**src/hw/wb_stream_pkg.sv**
```systemverilog
package wb_stream_pkg;

    // wishbone data width, also the sample width on both streams
    localparam int DATA_W = 32;

    // compared against the low address byte only
    localparam logic [7:0] X_PORT_OFFSET = 8'h80;
    localparam logic [7:0] Y_PORT_OFFSET = 8'h84;

    typedef logic [DATA_W-1:0] sample_t;

    typedef struct packed {
        logic        cyc;
        logic        stb;
        logic        we;
        logic [3:0]  sel;
        logic [31:0] adr;
        sample_t     dat;
    } wb_req_t;

    typedef struct packed {
        sample_t data;
        logic    last;
    } ss_beat_t;

    typedef enum logic [1:0] {
        PORT_NONE,
        PORT_X,
        PORT_Y
    } port_sel_e;

    typedef enum logic [1:0] {
        CTRL_IDLE,
        CTRL_WAIT,
        CTRL_ACK
    } ctrl_state_e;

endpackage

```
**src/hw/x_sample_buffer.sv**
```systemverilog
module x_sample_buffer #(
    parameter int FRAME_LEN = 64
) (
    input  logic                    wb_clk_i,
    input  logic                    wb_rst_i,
    input  logic                    push_i,
    input  wb_stream_pkg::sample_t  data_i,
    input  logic                    ss_tready_i,
    output logic                    empty_o,
    output wb_stream_pkg::ss_beat_t ss_beat_o,
    output logic                    ss_tvalid_o
);
    import wb_stream_pkg::*;

    localparam int CNT_W = (FRAME_LEN > 1) ? $clog2(FRAME_LEN) : 1;

    logic             valid_q;
    logic             last_q;
    sample_t          data_q;
    logic [CNT_W-1:0] beat_cnt;   // beats done in current frame
    logic             handshake;

    assign handshake = valid_q && ss_tready_i;

    always_ff @(posedge wb_clk_i) begin
        if (wb_rst_i) begin
            valid_q  <= 1'b0;
            last_q   <= 1'b0;
            beat_cnt <= '0;
        end else begin
            if (push_i) begin
                valid_q <= 1'b1;
                last_q  <= (beat_cnt == CNT_W'(FRAME_LEN - 1));
            end else if (handshake) begin
                valid_q <= 1'b0;
                if (beat_cnt == CNT_W'(FRAME_LEN - 1)) begin
                    beat_cnt <= '0;   // wrap after last beat
                end else begin
                    beat_cnt <= beat_cnt + 1'b1;
                end
            end
        end
    end

    always_ff @(posedge wb_clk_i) begin
        if (push_i) begin
            data_q <= data_i;
        end
    end

    assign empty_o     = !valid_q;
    assign ss_tvalid_o = valid_q;
    assign ss_beat_o   = '{data: data_q, last: last_q};

    // controller must wait for room
    push_only_when_empty: assert property (
        @(posedge wb_clk_i) disable iff (wb_rst_i)
        push_i |-> empty_o
    );

endmodule

```
**src/hw/y_sample_buffer.sv**
```systemverilog
module y_sample_buffer (
    input  logic                   wb_clk_i,
    input  logic                   wb_rst_i,
    input  logic                   sm_tvalid_i,
    input  wb_stream_pkg::sample_t sm_tdata_i,
    input  logic                   pop_i,
    output logic                   sm_tready_o,
    output logic                   full_o,
    output wb_stream_pkg::sample_t data_o
);
    import wb_stream_pkg::*;

    logic    full_q;
    sample_t data_q;
    logic    capture;

    assign sm_tready_o = !full_q;   // ready whenever empty
    assign capture     = sm_tvalid_i && sm_tready_o;

    always_ff @(posedge wb_clk_i) begin
        if (wb_rst_i) begin
            full_q <= 1'b0;
        end else if (capture) begin
            full_q <= 1'b1;
        end else if (pop_i) begin
            full_q <= 1'b0;
        end
    end

    always_ff @(posedge wb_clk_i) begin
        if (capture) begin
            data_q <= sm_tdata_i;
        end
    end

    assign full_o = full_q;
    assign data_o = data_q;

    // reads are only started once a sample is here
    pop_only_when_full: assert property (
        @(posedge wb_clk_i) disable iff (wb_rst_i)
        pop_i |-> full_o
    );

endmodule

```
**src/hw/wb_port_ctrl.sv**
```systemverilog
module wb_port_ctrl #(
    parameter int ACK_DELAY = 10
) (
    input  logic                   wb_clk_i,
    input  logic                   wb_rst_i,
    input  wb_stream_pkg::wb_req_t req_i,
    input  logic                   x_empty_i,
    input  logic                   y_full_i,
    input  wb_stream_pkg::sample_t y_data_i,
    output logic                   ack_o,
    output wb_stream_pkg::sample_t dat_o,
    output logic                   x_push_o,
    output wb_stream_pkg::sample_t x_data_o,
    output logic                   y_pop_o
);
    import wb_stream_pkg::*;

    localparam int CNT_W = (ACK_DELAY > 0) ? $clog2(ACK_DELAY + 1) : 1;

    ctrl_state_e      state;
    port_sel_e        port_dec;
    port_sel_e        port_q;     // port of the access in flight
    logic             port_rdy;
    logic             accept;
    logic [CNT_W-1:0] delay_cnt;
    sample_t          wr_data;

    // low address byte picks the port
    always_comb begin
        port_dec = PORT_NONE;
        if (req_i.cyc && req_i.stb) begin
            if (req_i.adr[7:0] == X_PORT_OFFSET) begin
                port_dec = PORT_X;
            end else if (req_i.adr[7:0] == Y_PORT_OFFSET) begin
                port_dec = PORT_Y;
            end
        end
    end

    // x needs room and y needs a sample
    assign port_rdy = ((port_dec == PORT_X) && x_empty_i) ||
                      ((port_dec == PORT_Y) && y_full_i);
    assign accept   = (state == CTRL_IDLE) && port_rdy;

    always_ff @(posedge wb_clk_i) begin
        if (wb_rst_i) begin
            state     <= CTRL_IDLE;
            port_q    <= PORT_NONE;
            delay_cnt <= '0;
            ack_o     <= 1'b0;
            dat_o     <= '0;
        end else begin
            case (state)
                CTRL_IDLE: begin
                    if (accept) begin
                        state     <= CTRL_WAIT;
                        port_q    <= port_dec;
                        delay_cnt <= '0;
                    end
                end
                CTRL_WAIT: begin
                    if (delay_cnt == CNT_W'(ACK_DELAY)) begin
                        state <= CTRL_ACK;
                        ack_o <= 1'b1;
                        // buffer stays full until our own pop
                        dat_o <= (port_q == PORT_Y) ? y_data_i : '0;
                    end else begin
                        delay_cnt <= delay_cnt + 1'b1;
                    end
                end
                CTRL_ACK: begin
                    state  <= CTRL_IDLE;
                    port_q <= PORT_NONE;
                    ack_o  <= 1'b0;
                    dat_o  <= '0;
                end
                default: begin
                    state <= CTRL_IDLE;
                end
            endcase
        end
    end

    // write data held from acceptance
    always_ff @(posedge wb_clk_i) begin
        if (accept) begin
            wr_data <= req_i.dat;
        end
    end

    assign x_data_o = wr_data;
    assign x_push_o = (state == CTRL_ACK) && (port_q == PORT_X);
    assign y_pop_o  = (state == CTRL_ACK) && (port_q == PORT_Y);

    // one ack pulse per accepted access
    ack_single_cycle: assert property (
        @(posedge wb_clk_i) disable iff (wb_rst_i)
        accept |-> ##(ACK_DELAY + 2) ack_o ##1 !ack_o
    );

endmodule

```
**src/hw/wb_stream_bridge.sv**
```systemverilog
module wb_stream_bridge #(
    parameter int ACK_DELAY = 10,
    parameter int FRAME_LEN = 64
) (
    input  logic                   wb_clk_i,
    input  logic                   wb_rst_i,
    input  logic                   wbs_cyc_i,
    input  logic                   wbs_stb_i,
    input  logic                   wbs_we_i,
    input  logic [3:0]             wbs_sel_i,
    input  logic [31:0]            wbs_adr_i,
    input  wb_stream_pkg::sample_t wbs_dat_i,
    output logic                   wbs_ack_o,
    output wb_stream_pkg::sample_t wbs_dat_o,
    output logic                   ss_tvalid_o,
    output wb_stream_pkg::sample_t ss_tdata_o,
    output logic                   ss_tlast_o,
    input  logic                   ss_tready_i,
    input  logic                   sm_tvalid_i,
    input  wb_stream_pkg::sample_t sm_tdata_i,
    output logic                   sm_tready_o
);
    import wb_stream_pkg::*;

    wb_req_t  wb_req;
    ss_beat_t ss_beat;
    logic     x_push;
    sample_t  x_data;
    logic     x_empty;
    logic     y_full;
    sample_t  y_data;
    logic     y_pop;

    assign wb_req = '{
        cyc: wbs_cyc_i,
        stb: wbs_stb_i,
        we:  wbs_we_i,
        sel: wbs_sel_i,
        adr: wbs_adr_i,
        dat: wbs_dat_i
    };

    wb_port_ctrl #(.ACK_DELAY(ACK_DELAY)) u_ctrl (
        .wb_clk_i  (wb_clk_i),
        .wb_rst_i  (wb_rst_i),
        .req_i     (wb_req),
        .x_empty_i (x_empty),
        .y_full_i  (y_full),
        .y_data_i  (y_data),
        .ack_o     (wbs_ack_o),
        .dat_o     (wbs_dat_o),
        .x_push_o  (x_push),
        .x_data_o  (x_data),
        .y_pop_o   (y_pop)
    );

    x_sample_buffer #(.FRAME_LEN(FRAME_LEN)) u_xbuf (
        .wb_clk_i    (wb_clk_i),
        .wb_rst_i    (wb_rst_i),
        .push_i      (x_push),
        .data_i      (x_data),
        .ss_tready_i (ss_tready_i),
        .empty_o     (x_empty),
        .ss_beat_o   (ss_beat),
        .ss_tvalid_o (ss_tvalid_o)
    );

    y_sample_buffer u_ybuf (
        .wb_clk_i    (wb_clk_i),
        .wb_rst_i    (wb_rst_i),
        .sm_tvalid_i (sm_tvalid_i),
        .sm_tdata_i  (sm_tdata_i),
        .pop_i       (y_pop),
        .sm_tready_o (sm_tready_o),
        .full_o      (y_full),
        .data_o      (y_data)
    );

    assign ss_tdata_o = ss_beat.data;
    assign ss_tlast_o = ss_beat.last;

endmodule

```
**config.mk**
```make
export PLATFORM = sky130hd
export DESIGN_NAME = wb_stream_bridge
export DESIGN_NICKNAME = d
export VERILOG_FILES = /design/src/hw/wb_stream_pkg.sv /design/src/hw/x_sample_buffer.sv /design/src/hw/y_sample_buffer.sv /design/src/hw/wb_port_ctrl.sv /design/src/hw/wb_stream_bridge.sv
export SDC_FILE = /design/constraint.sdc
export NUM_CORES = 1
export LEC_CHECK = 0
export ABC_AREA = 1
export BUFFER_PORTS_ARGS = -buffer_cell sky130_fd_sc_hd__buf_2
export CORE_ASPECT_RATIO = 1.1
export CORE_MARGIN = 1.5
export CORE_UTILIZATION = 45
export CTS_CLUSTER_SIZE = 40
export DETAILED_ROUTE_END_ITERATION = 7
export PLACE_DENSITY = 0.76
export SYNTH_ARGS = -nofsm -noshare
export SYNTH_HDL_FRONTEND = slang
export SYNTH_SLANG_ARGS = --single-unit
```
**constraint.sdc**
```tcl
create_clock -name wb_clk_i -period 1.8 [get_ports wb_clk_i]
set_input_delay 0 -clock wb_clk_i [delete_from_list [all_inputs] [get_ports wb_clk_i]]
set_output_delay 0 -clock wb_clk_i [all_outputs]
set_load 0.05 [all_outputs]
```
== After elaboration in Yosys (flattened, before gate mapping) ==
Index checks and enable logic that the tools add are counted.
Word-level totals
  bits of input ports: 107
  bits in registers: 146
  memory bits (writable): 0
  word-level logic and storage cells: 71
  bits in latches: 0
  memories kept: 0
  output and inout port bits: 68
  memory bits (read-only): 0
Operators by class
  $add $sub $neg: 2
  bitwise logic cells: 1
  multiply operators: 0
  reduce and logical (&&, ||, !) cells: 22
  multiplexer cells: 21
  equal/unequal tests: 13
  div/mod/pow operators: 0
  shift operators: 0
  magnitude comparators: 0
Operators with widths (number)
  $mux 32: 2
  $pmux 32 s2: 1
  $eq 8x8->1 const B: 2
  $mux 2: 6
  $reduce_bool 2->1: 5
  $logic_and 1x1->1: 8
  $mux 4: 2
  $pmux 2 s2: 2
  $pmux 4 s2: 1
  $reduce_and 2->1: 4
  $add 6x1->6 const B: 1
  $eq 2x1->1 const B: 3
  $eq 2x2->1 const B: 3
  $eq 6x6->1 const B: 1
  $mux 6: 1
  $mux 1: 5
  $add 4x1->4 const B: 1
  $eq 4x4->1 const B: 1
  $ne 2x1->1 const B: 2
  $reduce_and 3->1: 1
  $logic_not 1->1: 2
  $logic_not 2->1: 1
  $ne 2x2->1 const B: 1
  $pmux 1 s2: 1
  2 further kinds: 2

== Longest topological paths before layout ==
  depth in word-level cells: 10
  mapped depth: 9
  mapped depth without buffers: 9

== Hierarchy ==
A second synthesis with hierarchy kept.
Second synthesis, totals
  cells, all modules: 396
  area, all modules: 5258.8 µm²
Modules (own cells, without submodules)
  wb_port_ctrl: cells each 272, area each 2891.5 µm², instances 1, seq. area each 1781.7 µm²
  x_sample_buffer: cells each 85, area each 1356.3 µm², instances 1, seq. area each 1121.1 µm²
  y_sample_buffer: cells each 39, area each 1011.0 µm², instances 1, seq. area each 980.9 µm²

== Worst setup path after synthesis ==
OpenSTA, ideal clock, no wires.
  path type: reg-to-reg
  start point: register u_ybuf.full_q (netlist: u_ybuf.full_o)
  end point: register u_ybuf.data_q[0] (netlist: u_ybuf.data_o[0]), enable pin
  slack: 0.008 ns
  required time: 1.413 ns
  arrival: 1.406 ns
  cell stages (with the launch flop): 4
  cell sequence: dfxtp_1 inv_1 nand2_1 inv_1
Between the ends
  cells in the longest elaborated chain, start to end: 2
RTL lines
  from (decl): line y_sample_buffer.sv:13  | logic full_q;
  from (signal assigned): line y_sample_buffer.sv:22  | full_q <= 1'b0;
  from (signal assigned): line y_sample_buffer.sv:24  | full_q <= 1'b1;
  from (signal assigned): line y_sample_buffer.sv:26  | full_q <= 1'b0;
  $logic_not 1->1: line y_sample_buffer.sv:17  | assign sm_tready_o = !full_q;
  named net sm_tready_o: line wb_stream_bridge.sv:21  | output logic sm_tready_o
  $logic_and 1x1->1: line y_sample_buffer.sv:18  | assign capture = sm_tvalid_i && sm_tready_o;
  named net u_ybuf.capture: line y_sample_buffer.sv:15  | logic capture;
  to (signal assigned): line y_sample_buffer.sv:32  | data_q <= sm_tdata_i;
  to (decl): line y_sample_buffer.sv:14  | sample_t data_q;
The timed path passes the listed nets, and every way through them passes these cells.
A chain may end at the register's enable or synchronous reset.

== Worst setup path after layout ==
  start point: register u_ctrl.delay_cnt[0]
  end point: register u_ctrl.dat_o[31]
Between the ends
  cells in the longest elaborated chain, start to end: 3
RTL lines
  from (decl): line wb_port_ctrl.sv:25  | logic [CNT_W-1:0] delay_cnt;
  from (signal assigned): line wb_port_ctrl.sv:68  | delay_cnt <= delay_cnt + 1'b1;
  $eq 4x4->1: line wb_port_ctrl.sv:62  | if (delay_cnt == CNT_W'(ACK_DELAY)) begin
  $ne 2x1->1 (no source line)
  $reduce_and 2->1 (no source line)
  to (signal assigned): line wb_port_ctrl.sv:66  | dat_o <= (port_q == PORT_Y) ? y_data_i : '0;
  to (decl): line wb_port_ctrl.sv:11  | output wb_stream_pkg::sample_t dat_o,
Every way passes these cells.

==> impl_metrics.json <==
{
  "required_ns": 2.14,
  "wl_per_cell_um": 14.2,
  "grt_pass1_wl_um": 17300,
  "cp_max_fo": 19,
  "tns_ns": 0,
  "p_int_uw": 6150,
  "cts_buffer_depth": 2,
  "ys_types": 27,
  "start_util_pct": 46.5,
  "status": "finished, final reports clean",
  "synth_seq_cells": 146,
  "layout_setup_ws_ns": 0.234,
  "period_share_pct": 87.0,
  "drive_gt1_share_pct": 42.6,
  "crit_top_cell": "nand2_1",
  "diodes": 0,
  "drv_slew": 0,
  "hpwlAfterDp_um": 6850,
  "period_needed_ns": 1.57,
  "synthCells": 367,
  "gp_congestion": 0.728,
  "synth-edff-count": 96,
  "ant_nets": 0,
  "synth_warnings": 0,
  "first_pass_iters": 4,
  "leakage_uw": 0.00295,
  "grt_max_degree": 35,
  "routed_via_density": 4.61,
  "overflow": 0,
  "postSynthAreaPerCell_um2": 14.0,
  "drtIter0Drc": 163,
  "drt_wl_total_um": 10800,
  "clkSinkCount": 146,
  "syn-cell-area_mm2": 0.00512,
  "p_clk_share_pct": 49.2,
  "io_buffers": 145,
  "max_clock_freq_mhz": 639,
  "root_buffer": "clkbuf_16",
  "ir_worst_vdd_mv": 0.627,
  "p_sw_share_pct": 20.2,
  "pwr_density_cell_mw_per_mm2": 1040,
  "grt_pass1_vias": 3638,
  "track_usage_pct": 18.8,
  "drc": 0,
  "die_w_um": 105,
  "core_area_mm2": 0.0110,
  "tightestPinTransition_ns": 0.331,
  "post-route-util_pct": 67.5,
  "syn_nets": 477,
  "cp.arrival_ns": 1.91,
  "cp_num_buf_inv": 2,
  "hold_viol": 0,
  "antenna_found_initial": 0,
  "crit_type": "reg -> reg",
  "fin_skew_ns": 0.00803,
  "crit_path_end_kind": "flip-flop",
  "clock_latency_ns": 0.41,
  "hp-class": "in -> reg",
  "io_pins": 175,
  "die_h_um": 115,
  "crit_path_start_kind": "flip-flop",
  "slowest_stage": "dfxtp_1",
  "critical-path-top-delay-family": "flip-flops",
  "async_flop_share_pct": 0,
  "reg2reg_slack_ns": 0.23,
  "setup_viol": 0,
  "seqPwrFrac_pct": 47.1,
  "numCtsBuffers": 17,
  "seq_area_frac_synth_pct": 75.8,
  "htree_levels": 4,
  "maxCapViolations": 0,
  "p_switching_uw": 1560,
  "num_vias": 3506,
  "grt_setup_unrepaired": "false",
  "cp_slowest_stage_delay_ns": 0.40,
  "fp-row-count": 40,
  "path_cells": "inv_1 -> ha_1 -> nand2_1 -> nor2_4 -> a21oi_2 -> buf_4 -> nand2_1 -> a21oi_1",
  "cts_tree": "built",
  "p_comb_share_pct": 3.7,
  "slew_headroom_pct": 77.9,
  "pre_cts_slack_ns": 0.246,
  "syn_to_final_growth_pct": 44.9,
  "fin_nets": 710,
  "synth_ff_type": "edfxtp_1",
  "die_area_mm2": 0.0120,
  "cts.clk_slew.worst_paths_ns": 0.06
}
[sequential cells by signal (all words and copies together), names as in the netlist]
signal              flops
u_ctrl.dat_o           32
u_xbuf.ss_tvalid_o      1
u_ctrl.ack_o            1
u_xbuf.beat_cnt         6
u_ybuf.data_o          32
u_xbuf.data_q          32
u_ctrl.port_q           2
u_xbuf.last_q           1
u_ctrl.x_data_o        32
u_ctrl.delay_cnt        4
u_ctrl.state            2
u_ybuf.full_o           1
[worst reg2reg max path: cells and delay by family (launching register included)]
| kind | cells | cell delay [ns] |
|---|---|---|
| compound gates | 2 | 0.31 |
| flops | 1 | 0.40 |
| simple gates | 3 | 0.26 |
| buf+inv | 2 | 0.32 |
| fa+ha+maj | 1 | 0.20 |
[cell type report]
type | count | area (µm²)
flip-flops and latches | 146 | 3880
fillers | 791 | 3580
clock inverters | 15 | 221
well taps | 147 | 184
multi-input cells | 186 | 1080
inverters | 24 | 90.1
repair buffers | 225 | 1540
clock buffers | 17 | 425
[synth_stat cells (2+ instances only)]
cell type   n  share of area [%]
a21oi_2    31                5.3
o21ai_1     2               0.20
edfxtp_1   96                 56
nor2_2      2               0.24
buf_6       3               0.66
nand2_2    31                3.8
nor2_1     17                1.2
nand3_1     8               0.78
xor2_1      3               0.51
inv_1      20                1.5
inv_2       4               0.29
o21ai_0     6               0.59
nand2_1    57                4.2
nor3_1      3               0.29
clkbuf_1    5               0.37
dfxtp_1    50                 20
nor2_4      2               0.44
a21oi_1    13                1.3
nand4_1     2               0.24
buf_2       3               0.29
ha_1        3               0.73
[worst paths after layout]
check / start / end / depth (start not counted)
worst max-delay path: u_ctrl.delay_cnt[0] / u_ctrl.dat_o[31] / 8
worst max register to register: u_ctrl.delay_cnt[0] / u_ctrl.dat_o[31] / 8
worst min-delay path: wbs_adr_i[6] / u_ctrl.port_q[0] / 8
worst min register to register: u_ctrl.x_data_o[4] / u_xbuf.data_q[4] / 0
[metal layers]
metal  vias up  GRT usage [%]  share of wire [%]
li1       1727              -                  -
met5         -              0                  0
met1      1639           21.1                 42
met2       129           33.5                 51
met4         0           8.22               0.98
met3        11           5.44                5.9
[cell usage in the layout (no fill, tap or decap)]
cell           instances
clkinv_4               2
nand3_2                1
inv_1                 20
buf_4                  7
dfxtp_1               50
o21ai_1                2
nand2_4                1
buf_12                 3
clkinvlp_4             2
clkbuf_16             17
a21oi_1               13
ha_1                   3
nand2_2               31
xnor2_1                1
dlygate4sd3_1         70
o21ai_0                6
nor3b_2                1
nor2_2                 2
nor3_1                 3
inv_6                  4
edfxtp_1              96
nand2_1               57
nor2_1                17
nand4_1                2
nor2_4                 2
inv_2                  4
nor2_8                 1
and3_1                 1
a21oi_2               31
inv_8                  3
bufinv_16              4
xor2_1                 3
buf_2                145
nand3_1                8
[logic make-up after synthesis]
kind of cell / count (synthesis) / synth area share (%)
flip-flops: 146 / 75.8
AND/OR/NAND/NOR: 127 / 12.4
AO/OA/AOI/OAI: 52 / 7.35
buffers and inverters: 35 / 3.08
XOR/XNOR: 4 / 0.684
adder cells (fa/ha/maj): 3 / 0.732
[stage by stage]
| stage | hold slack [ns] | area [µm²] | total power, µW | cells |
|---|---|---|---|---|
| after global placement | 0.177 | 6080 | 3860 | 658 |
| after detailed placement | 0.178 | 6080 | 3870 | 658 |
| final | 0.126 | 7430 | 7710 | 760 |
| after CTS | 0.0979 | 7430 | 7770 | 760 |
| after global routing | 0.163 | 7430 | 7970 | 760 |
| after floorplan | 0.0989 | 5120 | 3760 | 367 |
[power by group through the flow]
| stage | registers (µW) | clock network, µW | logic [µW] |
|---|---|---|---|
| finish | 3630 | 3790 | 288 |
| global route | 3640 | 4020 | 312 |
| CTS | 3630 | 3850 | 286 |
| global placement | 3700 | 0 | 160 |
| floorplan | 3700 | 0 | 55.7 |
| detailed placement | 3710 | 0 | 167 |
[repair_timing]
item,4_1_cts,5_1_grt
hold buffers,70,0
setup endpoints to repair,0,0
hold endpoints to repair,75,0
gates resized for setup,0,0
setup buffers,0,0
(Power assumes the default switching activity.)
